### config.mk
export PLATFORM = sky130hd
export DESIGN_NAME = smc_top
export DESIGN_NICKNAME = d
export VERILOG_FILES = /design/src/smc_pkg.sv /design/src/smc_ahb_if.sv /design/src/smc_emi.sv /design/src/smc_timing.sv /design/src/smc_top.sv
export VERILOG_INCLUDE_DIRS = /design/src /design/src/src
export SDC_FILE = /design/constraint.sdc
export NUM_CORES = 1
export LEC_CHECK = 0
export BUFFER_PORTS_ARGS = -buffer_cell sky130_fd_sc_hd__buf_4
export CORE_MARGIN = 5
export CORE_UTILIZATION = 49
export CTS_CLUSTER_DIAMETER = 120
export DETAILED_ROUTE_END_ITERATION = 8
export GPL_ROUTABILITY_DRIVEN = 0
export PLACE_DENSITY_LB_ADDON = 0.08
export SETUP_SLACK_MARGIN = 0.2
export SYNTH_ARGS = -nofsm -noshare
export SYNTH_HDL_FRONTEND = slang
export SYNTH_HIERARCHICAL = 1
export SYNTH_SLANG_ARGS = --single-unit
### constraint.sdc
create_clock -name hclk -period 5.4 [get_ports hclk]
set_clock_uncertainty 0.15 [all_clocks]
set_input_delay 0.54 -clock hclk [delete_from_list [all_inputs] [get_ports hclk]]
set_output_delay 0.54 -clock hclk [all_outputs]
set_load 0.05 [all_outputs]
### src/smc_defs.svh
//----------------------------------------------------------------------
// Static memory controller build constants
// Bus widths, external cycle timing counts, transfer size codes
//----------------------------------------------------------------------

`ifndef SMC_DEFS_SVH
`define SMC_DEFS_SVH

// Bus widths
`define SMC_ADDR_W 32   // AHB and EMI address
`define SMC_DATA_W 32   // AHB and EMI data, always a full word
`define SMC_CNT_W  8    // Phase down-counter

//----------------------------------------------------------------------
// External cycle timing, in hclk cycles
//----------------------------------------------------------------------
`define SMC_CSLE_CYCLES 1   // Chip select low to strobe low
`define SMC_WS_CYCLES   2   // Strobe length minus one
`define SMC_CSTE_CYCLES 1   // Strobe high to chip select high

// Transfer size codes, same as hsize[1:0]
`define SMC_SIZE_BYTE 2'd0
`define SMC_SIZE_HALF 2'd1
`define SMC_SIZE_WORD 2'd2

`endif

### src/smc_pkg.sv
//----------------------------------------------------------------------
// Shared types of the static memory controller
// Request struct, cycle phase, AHB transfer and response codes
//----------------------------------------------------------------------

`include "smc_defs.svh"

package smc_pkg;

  // Registered AHB request, handed from bus side to EMI
  typedef struct packed {
    logic [`SMC_ADDR_W-1:0] addr;  // Byte address as seen on haddr
    logic [1:0]             size;  // Byte, half or word
    logic                   write; // High for a write
  } smc_req_t;

  // External cycle phases
  typedef enum logic [2:0] {
    PH_IDLE   = 3'd0,  // No access
    PH_LEAD   = 3'd1,  // CS low, strobe still high
    PH_STROBE = 3'd2,  // Read or write strobe low
    PH_TRAIL  = 3'd3,  // Strobe back high, CS held
    PH_DONE   = 3'd4   // AHB data phase completes
  } smc_phase_e;

  // AHB-Lite transfer type
  typedef enum logic [1:0] {
    IDLE   = 2'b00,
    BUSY   = 2'b01,
    NONSEQ = 2'b10,
    SEQ    = 2'b11
  } htrans_e;

  // AHB-Lite response, only two codes used here
  typedef enum logic [1:0] {
    OKAY  = 2'b00,
    ERROR = 2'b01
  } hresp_e;

endpackage

### src/smc_ahb_if.sv
//----------------------------------------------------------------------
// AHB-Lite slave front end
// Address phase qualify, size check, request and write data capture
// Ready and response sequencing, two-cycle ERROR for bad sizes
//----------------------------------------------------------------------

`timescale 1ns/1ps

`include "smc_defs.svh"

module smc_ahb_if (
  input  logic                   hclk,
  input  logic                   rst_n,
  // AHB slave inputs
  input  logic [`SMC_ADDR_W-1:0] haddr,
  input  smc_pkg::htrans_e       htrans,
  input  logic                   hsel,
  input  logic                   hwrite,
  input  logic                   hready,       // Muxed bus ready
  input  logic [2:0]             hsize,
  input  logic [`SMC_DATA_W-1:0] hwdata,
  // From timing and EMI
  input  smc_pkg::smc_phase_e    phase,
  input  logic [`SMC_DATA_W-1:0] rd_data,
  // To timing and EMI
  output smc_pkg::smc_req_t      req,
  output logic                   req_valid,    // One cycle, first data phase cycle
  output logic [`SMC_DATA_W-1:0] wdata,
  // AHB slave outputs
  output logic [`SMC_DATA_W-1:0] smc_hrdata,
  output logic                   smc_hready,
  output smc_pkg::hresp_e        smc_hresp
);

  logic accept;      // Valid address phase this cycle
  logic size_ok;     // Byte, half or word
  logic busy_q;      // Data phase of a good transfer pending
  logic err_first;   // First ERROR cycle, hready low
  logic err_second;  // Second ERROR cycle, hready high

  //--------------------------------------------------------------------
  // Address phase
  //--------------------------------------------------------------------
  assign accept = hsel & hready &
                  ((htrans == smc_pkg::NONSEQ) | (htrans == smc_pkg::SEQ));

  assign size_ok = (hsize <= {1'b0, `SMC_SIZE_WORD});  // Nothing wider than a word

  // Control state
  always_ff @(posedge hclk or negedge rst_n) begin
    if (!rst_n) begin
      req_valid  <= 1'b0;
      busy_q     <= 1'b0;
      err_first  <= 1'b0;
      err_second <= 1'b0;
    end else begin
      req_valid  <= accept & size_ok;    // Kicks off the external cycle
      err_first  <= accept & ~size_ok;   // Bad size, no external cycle
      err_second <= err_first;
      if (accept && size_ok) begin
        busy_q <= 1'b1;                  // New transfer wins over the clear
      end else if (phase == smc_pkg::PH_DONE) begin
        busy_q <= 1'b0;
      end
    end
  end

  // Request payload
  always_ff @(posedge hclk) begin
    if (accept && size_ok) begin
      req.addr  <= haddr;
      req.size  <= hsize[1:0];
      req.write <= hwrite;
    end
  end

  // hwdata is valid in the first data phase cycle
  always_ff @(posedge hclk) begin
    if (req_valid && req.write) begin
      wdata <= hwdata;
    end
  end

  //--------------------------------------------------------------------
  // Data phase response
  //--------------------------------------------------------------------
  // Wait states until the cycle reaches DONE
  assign smc_hready = ~err_first & (~busy_q | (phase == smc_pkg::PH_DONE));

  assign smc_hresp  = (err_first | err_second) ? smc_pkg::ERROR : smc_pkg::OKAY;

  assign smc_hrdata = rd_data;  // Held by the EMI read latch

endmodule

### src/smc_emi.sv
//----------------------------------------------------------------------
// External memory interface
// Word address, byte enables, registered strobes and chip select
// Write data drive and read data latch
//----------------------------------------------------------------------

`timescale 1ns/1ps

`include "smc_defs.svh"

module smc_emi (
  input  logic                   hclk,
  input  logic                   rst_n,
  input  smc_pkg::smc_req_t      req,
  input  logic                   req_valid,
  input  logic [`SMC_DATA_W-1:0] wdata,
  input  smc_pkg::smc_phase_e    phase,
  input  logic                   latch_data,
  input  logic [`SMC_DATA_W-1:0] data_smc,     // Read data from memory
  output logic [`SMC_DATA_W-1:0] rd_data,
  output logic [`SMC_ADDR_W-1:0] smc_addr,
  output logic [`SMC_DATA_W-1:0] smc_data,
  output logic [3:0]             smc_n_be,
  output logic [3:0]             smc_n_we,
  output logic                   smc_n_cs,
  output logic                   smc_n_rd,
  output logic                   smc_n_wr,
  output logic                   smc_n_ext_oe
);

  logic [3:0] be;         // Decoded lanes, active high
  logic       wr_q;       // Current access is a write
  logic       in_strobe;
  logic       cs_active;

  //--------------------------------------------------------------------
  // Lane decode, little endian
  //--------------------------------------------------------------------
  always_comb begin
    case (req.size)
      `SMC_SIZE_BYTE: be = 4'b0001 << req.addr[1:0];
      `SMC_SIZE_HALF: be = req.addr[1] ? 4'b1100 : 4'b0011;
      default:        be = 4'b1111;    // Word
    endcase
  end

  // Address, word aligned
  always_ff @(posedge hclk) begin
    if (req_valid) begin
      smc_addr <= {req.addr[`SMC_ADDR_W-1:2], 2'b00};
    end
  end

  // Byte enables and direction, held for the whole access
  always_ff @(posedge hclk or negedge rst_n) begin
    if (!rst_n) begin
      smc_n_be <= 4'hf;
      wr_q     <= 1'b0;
    end else if (req_valid) begin
      smc_n_be <= ~be;
      wr_q     <= req.write;
    end else if (phase == smc_pkg::PH_DONE) begin
      smc_n_be <= 4'hf;      // Back to inactive between accesses
    end
  end

  //--------------------------------------------------------------------
  // Strobes, one cycle behind the phase
  //--------------------------------------------------------------------
  assign in_strobe = (phase == smc_pkg::PH_STROBE);
  assign cs_active = (phase == smc_pkg::PH_LEAD) | in_strobe |
                     (phase == smc_pkg::PH_TRAIL);

  always_ff @(posedge hclk or negedge rst_n) begin
    if (!rst_n) begin
      smc_n_cs     <= 1'b1;
      smc_n_rd     <= 1'b1;
      smc_n_wr     <= 1'b1;
      smc_n_we     <= 4'hf;
      smc_n_ext_oe <= 1'b1;
    end else begin
      smc_n_cs     <= ~cs_active;
      smc_n_rd     <= ~(in_strobe & ~wr_q);
      smc_n_wr     <= ~(in_strobe & wr_q);
      smc_n_we     <= (in_strobe & wr_q) ? smc_n_be : 4'hf;  // Enabled lanes only
      smc_n_ext_oe <= ~(in_strobe & wr_q);                   // Drive bus on writes
    end
  end

  // Data paths
  assign smc_data = wdata;

  always_ff @(posedge hclk) begin
    if (latch_data) begin
      rd_data <= data_smc;   // Sampled at strobe end
    end
  end

endmodule

### src/smc_timing.sv
//----------------------------------------------------------------------
// External cycle timing FSM
// Lead, strobe and trail phases from one shared down-counter
// Read latch pulse and busy flag
//----------------------------------------------------------------------

`timescale 1ns/1ps

`include "smc_defs.svh"

module smc_timing (
  input  logic                hclk,
  input  logic                rst_n,
  input  logic                req_valid,   // Start of a new access
  output smc_pkg::smc_phase_e phase,
  output logic                latch_data,  // Last strobe cycle
  output logic                smc_busy
);

  // Counter reload values, one per timed phase
  localparam logic [`SMC_CNT_W-1:0] CSLE_LOAD = `SMC_CNT_W'(`SMC_CSLE_CYCLES - 1);
  localparam logic [`SMC_CNT_W-1:0] WS_LOAD   = `SMC_CNT_W'(`SMC_WS_CYCLES);
  localparam logic [`SMC_CNT_W-1:0] CSTE_LOAD = `SMC_CNT_W'(`SMC_CSTE_CYCLES - 1);

  smc_pkg::smc_phase_e    phase_q;
  smc_pkg::smc_phase_e    phase_nxt;
  logic [`SMC_CNT_W-1:0]  cnt_q;      // Cycles left in this phase, minus one
  logic [`SMC_CNT_W-1:0]  cnt_nxt;
  logic                   cnt_zero;

  assign cnt_zero = (cnt_q == '0);

  //--------------------------------------------------------------------
  // Next phase and counter
  //--------------------------------------------------------------------
  always_comb begin
    phase_nxt = phase_q;
    cnt_nxt   = cnt_zero ? cnt_q : cnt_q - 1'b1;  // Count down, park at zero
    case (phase_q)
      smc_pkg::PH_IDLE: begin
        if (req_valid) begin
          if (`SMC_CSLE_CYCLES != 0) begin
            phase_nxt = smc_pkg::PH_LEAD;
            cnt_nxt   = CSLE_LOAD;
          end else begin
            phase_nxt = smc_pkg::PH_STROBE;   // No lead time
            cnt_nxt   = WS_LOAD;
          end
        end
      end
      smc_pkg::PH_LEAD: begin
        if (cnt_zero) begin
          phase_nxt = smc_pkg::PH_STROBE;
          cnt_nxt   = WS_LOAD;
        end
      end
      smc_pkg::PH_STROBE: begin
        if (cnt_zero) begin
          if (`SMC_CSTE_CYCLES != 0) begin
            phase_nxt = smc_pkg::PH_TRAIL;
            cnt_nxt   = CSTE_LOAD;
          end else begin
            phase_nxt = smc_pkg::PH_DONE;     // CS released with strobe
          end
        end
      end
      smc_pkg::PH_TRAIL: begin
        if (cnt_zero) begin
          phase_nxt = smc_pkg::PH_DONE;
        end
      end
      smc_pkg::PH_DONE:  phase_nxt = smc_pkg::PH_IDLE;  // Single cycle
      default:           phase_nxt = smc_pkg::PH_IDLE;
    endcase
  end

  always_ff @(posedge hclk or negedge rst_n) begin
    if (!rst_n) begin
      phase_q <= smc_pkg::PH_IDLE;
      cnt_q   <= '0;
    end else begin
      phase_q <= phase_nxt;
      cnt_q   <= cnt_nxt;
    end
  end

  //--------------------------------------------------------------------
  // Outputs
  //--------------------------------------------------------------------
  assign phase      = phase_q;
  assign latch_data = (phase_q == smc_pkg::PH_STROBE) & cnt_zero;  // Data settled
  assign smc_busy   = (phase_q != smc_pkg::PH_IDLE);

endmodule

### src/smc_top.sv
//----------------------------------------------------------------------
// Static memory controller top level
// AHB-Lite front end, cycle timing FSM and external memory interface
//----------------------------------------------------------------------

`timescale 1ns/1ps

`include "smc_defs.svh"

module smc_top (
  input  logic                   hclk,
  input  logic                   rst_n,
  // AHB-Lite slave
  input  logic [`SMC_ADDR_W-1:0] haddr,
  input  smc_pkg::htrans_e       htrans,
  input  logic                   hsel,
  input  logic                   hwrite,
  input  logic [2:0]             hsize,
  input  logic [`SMC_DATA_W-1:0] hwdata,
  input  logic                   hready,
  output logic [`SMC_DATA_W-1:0] smc_hrdata,
  output logic                   smc_hready,
  output smc_pkg::hresp_e        smc_hresp,
  // External memory
  output logic [`SMC_ADDR_W-1:0] smc_addr,
  output logic [`SMC_DATA_W-1:0] smc_data,
  input  logic [`SMC_DATA_W-1:0] data_smc,
  output logic [3:0]             smc_n_be,
  output logic [3:0]             smc_n_we,
  output logic                   smc_n_cs,
  output logic                   smc_n_rd,
  output logic                   smc_n_wr,
  output logic                   smc_n_ext_oe,
  output logic                   smc_busy
);

  smc_pkg::smc_req_t      req;
  logic                   req_valid;
  logic [`SMC_DATA_W-1:0] wdata;
  logic [`SMC_DATA_W-1:0] rd_data;
  smc_pkg::smc_phase_e    phase;
  logic                   latch_data;

  smc_ahb_if i_ahb_if (
    .hclk       (hclk),
    .rst_n      (rst_n),
    .haddr      (haddr),
    .htrans     (htrans),
    .hsel       (hsel),
    .hwrite     (hwrite),
    .hready     (hready),
    .hsize      (hsize),
    .hwdata     (hwdata),
    .phase      (phase),
    .rd_data    (rd_data),
    .req        (req),
    .req_valid  (req_valid),
    .wdata      (wdata),
    .smc_hrdata (smc_hrdata),
    .smc_hready (smc_hready),
    .smc_hresp  (smc_hresp)
  );

  smc_timing i_timing (
    .hclk       (hclk),
    .rst_n      (rst_n),
    .req_valid  (req_valid),
    .phase      (phase),
    .latch_data (latch_data),
    .smc_busy   (smc_busy)
  );

  smc_emi i_emi (
    .hclk         (hclk),
    .rst_n        (rst_n),
    .req          (req),
    .req_valid    (req_valid),
    .wdata        (wdata),
    .phase        (phase),
    .latch_data   (latch_data),
    .data_smc     (data_smc),
    .rd_data      (rd_data),
    .smc_addr     (smc_addr),
    .smc_data     (smc_data),
    .smc_n_be     (smc_n_be),
    .smc_n_we     (smc_n_we),
    .smc_n_cs     (smc_n_cs),
    .smc_n_rd     (smc_n_rd),
    .smc_n_wr     (smc_n_wr),
    .smc_n_ext_oe (smc_n_ext_oe)
  );

endmodule

==> results.tsv <==
stage	metric	value	unit
status	status	complete, no violations	
floorplan	Initial Util	49.8	%
min_path	Worst Hold Depth	1	
timing	final setup margin	2.90	ns
power	switch share	26.1	%
timing	RSZ-0062 raised after global routing	false	
min_path	hold_sp	haddr[30]	
power	power consumption	3.11	mW
layout	layout cell share with drive strength beyond 1	55.3	%
floorplan	die area	0.0139	mm²
min_path	worst hold-check path type	primary input to register	
global_routing	vias in the first global route	3012	
global_routing	Total GRT Usage	16.0	%
timing	Fin. Hold Viols	0	
floorplan	area of the core	0.0114	mm²
clock_network	TritonCTS Buffers	17	
clock_network	Clock transition at path regs	0.06	ns
timing	setup TNS	0	ns
yosys	register bit total from synthesis	156	
yosys	post-synth top area share	68.1	%
job	Max-Cap Viols	0	
timing	Final period util	46.2	%
power	Net Switching	0.812	mW
routing	drt first pass iters	4	
yosys	Yosys Warn Count	6	
placed_design	dpl cells	604	
critical_path	Setup crit end kind	output port	
layout	fillers	840	
floorplan	I/O pin cnt	218	
timing	Max Transition Viols Final	0	
timing	Max-slew headroom	32.9	%
critical_path	R2R depth	6	
clock_network	Sink Count	156	
routing	post-detailed-routing wire length	11000	µm
global_routing	GRT overflow	0	
yosys	Post-synth EDFFs	129	
timing	Setup violations, final	0	
power	Comb pwr share	15.4	%
placed_design	DP Area	0.00698	mm²
timing	fin crit period	2.50	ns
floorplan	Rows	39	
power	leakage dissipation	3.07	nW
power	Cell Pwr Density	410	mW/mm²
yosys	Cells after Synth	316	
yosys	most numerous cell in the Yosys netlist	edfxtp_1	
power	Peak supply drop	0.271	mV
routing	Antenna Violating Nets Remaining	0	
critical_path	crit-path max FO	13	
yosys	Post-synth top cells	edfxtp_1, buf_4, nor2_1	
power	Clk pwr share	37.3	%
layout	fin nets	589	
floorplan	Die W	118	µm
clock_network	Post-CTS Setup Bufs	0	
routing	average vias per placed instance	4.73	
clock_network	Root Driver	clkbuf_16	
placed_design	pre-CTS WS	2.92	ns
yosys	Distinct cells, synth	43	
yosys	Post-Syn Area	0.00569	mm²
yosys	Primary FF master, synth	edfxtp_1	
yosys	largest cells by area after synthesis	edfxtp_1, buf_4, dfrtp_1	
critical_path	reg2reg start	i_timing/cnt_q[1]	
routing	Post-route DRC	0	
layout	fin area	0.00759	mm²
timing	Slew @ Worst Pin	1.00	ns
yosys	Synth area leader	edfxtp_1	
critical_path	Required @ worst endpoint	4.71	ns
yosys	Async SR Flop Fraction	17.3	%
critical_path	crit start category	register	
yosys	Syn Area/Cell	18.0	µm²
layout	Area Overhead vs Synth	33.3	%
floorplan	Die Span Y	118	µm
layout	diode count	0	
clock_network	H-tree depth	4	
power	Seq pwr share	47.3	%
power	Int Pwr	2.30	mW
placed_design	post-DP HPWL	8020	µm
critical_path	Slowest-stage cell, CP	dfrtp_1	
critical_path	CP arrival	1.81	ns
clock_network	CTS tree	yes	
yosys	register area share after synthesis	80.2	%
critical_path	crit-path cells	or3b_1, a21oi_2, buf_4	
timing	Fmax	401	MHz
placed_design	I/O Buffers	213	
clock_network	CTS Buffer Depth	2	
routing	Initial DRC Count	157	
critical_path	CP max stage delay	0.58	ns
routing	via count	3011	
layout	Layout Cells excl Fill	637	
critical_path	Worst R2R End	i_emi/rd_data[27]	
global_routing	largest net degree at the start of global routing	42	
critical_path	Reg2Reg Setup Slack	2.93	ns
min_path	Hold Path End	i_ahb_if/req[33]	
global_routing	antenna violations before repair	0	
routing	WL/cell	17.3	µm
clock_network	latest clock arrival within the worst-skew pair	0.41	ns
global_routing	first-pass GRT wire length	16800	µm
critical_path	critical path class	register to output port	
-- flip-flops by register name, summed over array words and instances (netlist names), 3 cells and up --
register,flops
i_emi/smc_n_be,4
i_timing/cnt_q,8
i_ahb_if/wdata,32
i_timing/phase,3
i_emi/smc_addr,30
i_emi/rd_data,32
i_emi/smc_n_we,4
i_ahb_if/req,35
-- logic make-up (layout without fill, tap and decap cells) --
family / count (synthesis) / count (layout) / synth area share, %
and+or+nand+nor: 54 / 54 / 5.61
xor gates and xnor gates: 3 / 3 / 0.462
other: 2 / 3 / 0.132
AOI/OAI and AO/OA: 17 / 17 / 2.64
adders and majority gates: 2 / 2 / 0.440
DFF: 156 / 156 / 80.2
muxes: 5 / 5 / 0.902
buffers and inverters: 77 / 254 / 9.61
-- stage by stage --
stage / hold WS (ns) / util (%)
floorplan: 0.0944 / -
global placement: 0.249 / 61.1
detailed placement: 0.253 / 61.1
CTS: 0.130 / 66.4
global route: 0.124 / 66.4
finish: 0.149 / 66.4
-- final cells by class --
class,instances,area [µm²],share of cell area [%]
clock buffers,22,528,6.96
clock inverters,10,71.3,0.940
inverters,6,22.5,0.297
repair buffers,216,1620,21.4
well taps,143,179,2.36
multi-input cells,84,597,7.87
flip-flops and latches,156,4560,60.2
-- per-layer routing --
metal | wire length, µm | track usage [%]
met5 | 0 | 0
met4 | 178 | 6.59
met3 | 1030 | 6.97
met2 | 5650 | 26.4
met1 | 4190 | 18.2
-- power by group through the flow --
stage          Clock [mW]  Sequential (mW)  Combinational (mW)
2_1_floorplan           0             1.56               0.262
3_5_place_dp            0             1.49               0.483
3_3_place_gp            0             1.49               0.476
4_1_cts              1.19             1.47               0.486
6_report             1.16             1.47               0.480
5_1_grt              1.24             1.48               0.517
-- worst max-delay path by stage --
| stage | startpoint | endpoint | slack (ns) | cells past startpoint |
|---|---|---|---|---|
| final | i_timing/phase[2] | smc_hready | 2.90 | 3 |
| after global routing | i_timing/cnt_q[1] | i_emi/rd_data[27] | 2.74 | 6 |
| after CTS | i_timing/phase[2] | smc_hready | 2.89 | 3 |
| after detailed placement | i_timing/cnt_q[1] | i_emi/rd_data[25] | 2.92 | 6 |
| after global placement | i_timing/cnt_q[1] | i_emi/rd_data[9] | 2.93 | 6 |
| after floorplan | i_timing/cnt_q[1] | i_emi/rd_data[0] | 0.51 | 5 |
-- placed cells by master, fill, tap and decap left out, drive strengths merged, types with 2 or more instances in the layout --
master    n
nand3b    2
nand3     3
xnor2     2
inv      11
nor2     18
a21oi     4
edfxtp  129
dfstp    11
dfrtp    16
o221a     4
nand2b    4
conb      3
buf     215
clkbuf   22
nor3b     2
or2       2
nand2     6
clkinv    5
nor3      5
ha        2
a21o      2
a211oi    4
mux2i     4
or3b      2
nor2b     3
-- what timing repair did --
action                                  in CTS  in global routing
hold endpoints to repair                    16                  0
gates resized for setup                      0                  0
hold buffers                                 1                  0
endpoints found under the setup margin       0                  0
-- critical path: cells and delay by family (launching register included) --
family,cells,cell delay [ns]
buffers and inverters,1,0.21
DFF,1,0.58
and+or+nand+nor,1,0.45
AOI/OAI and AO/OA,1,0.15
No activity file was read; power rests on OpenSTA's default activity.
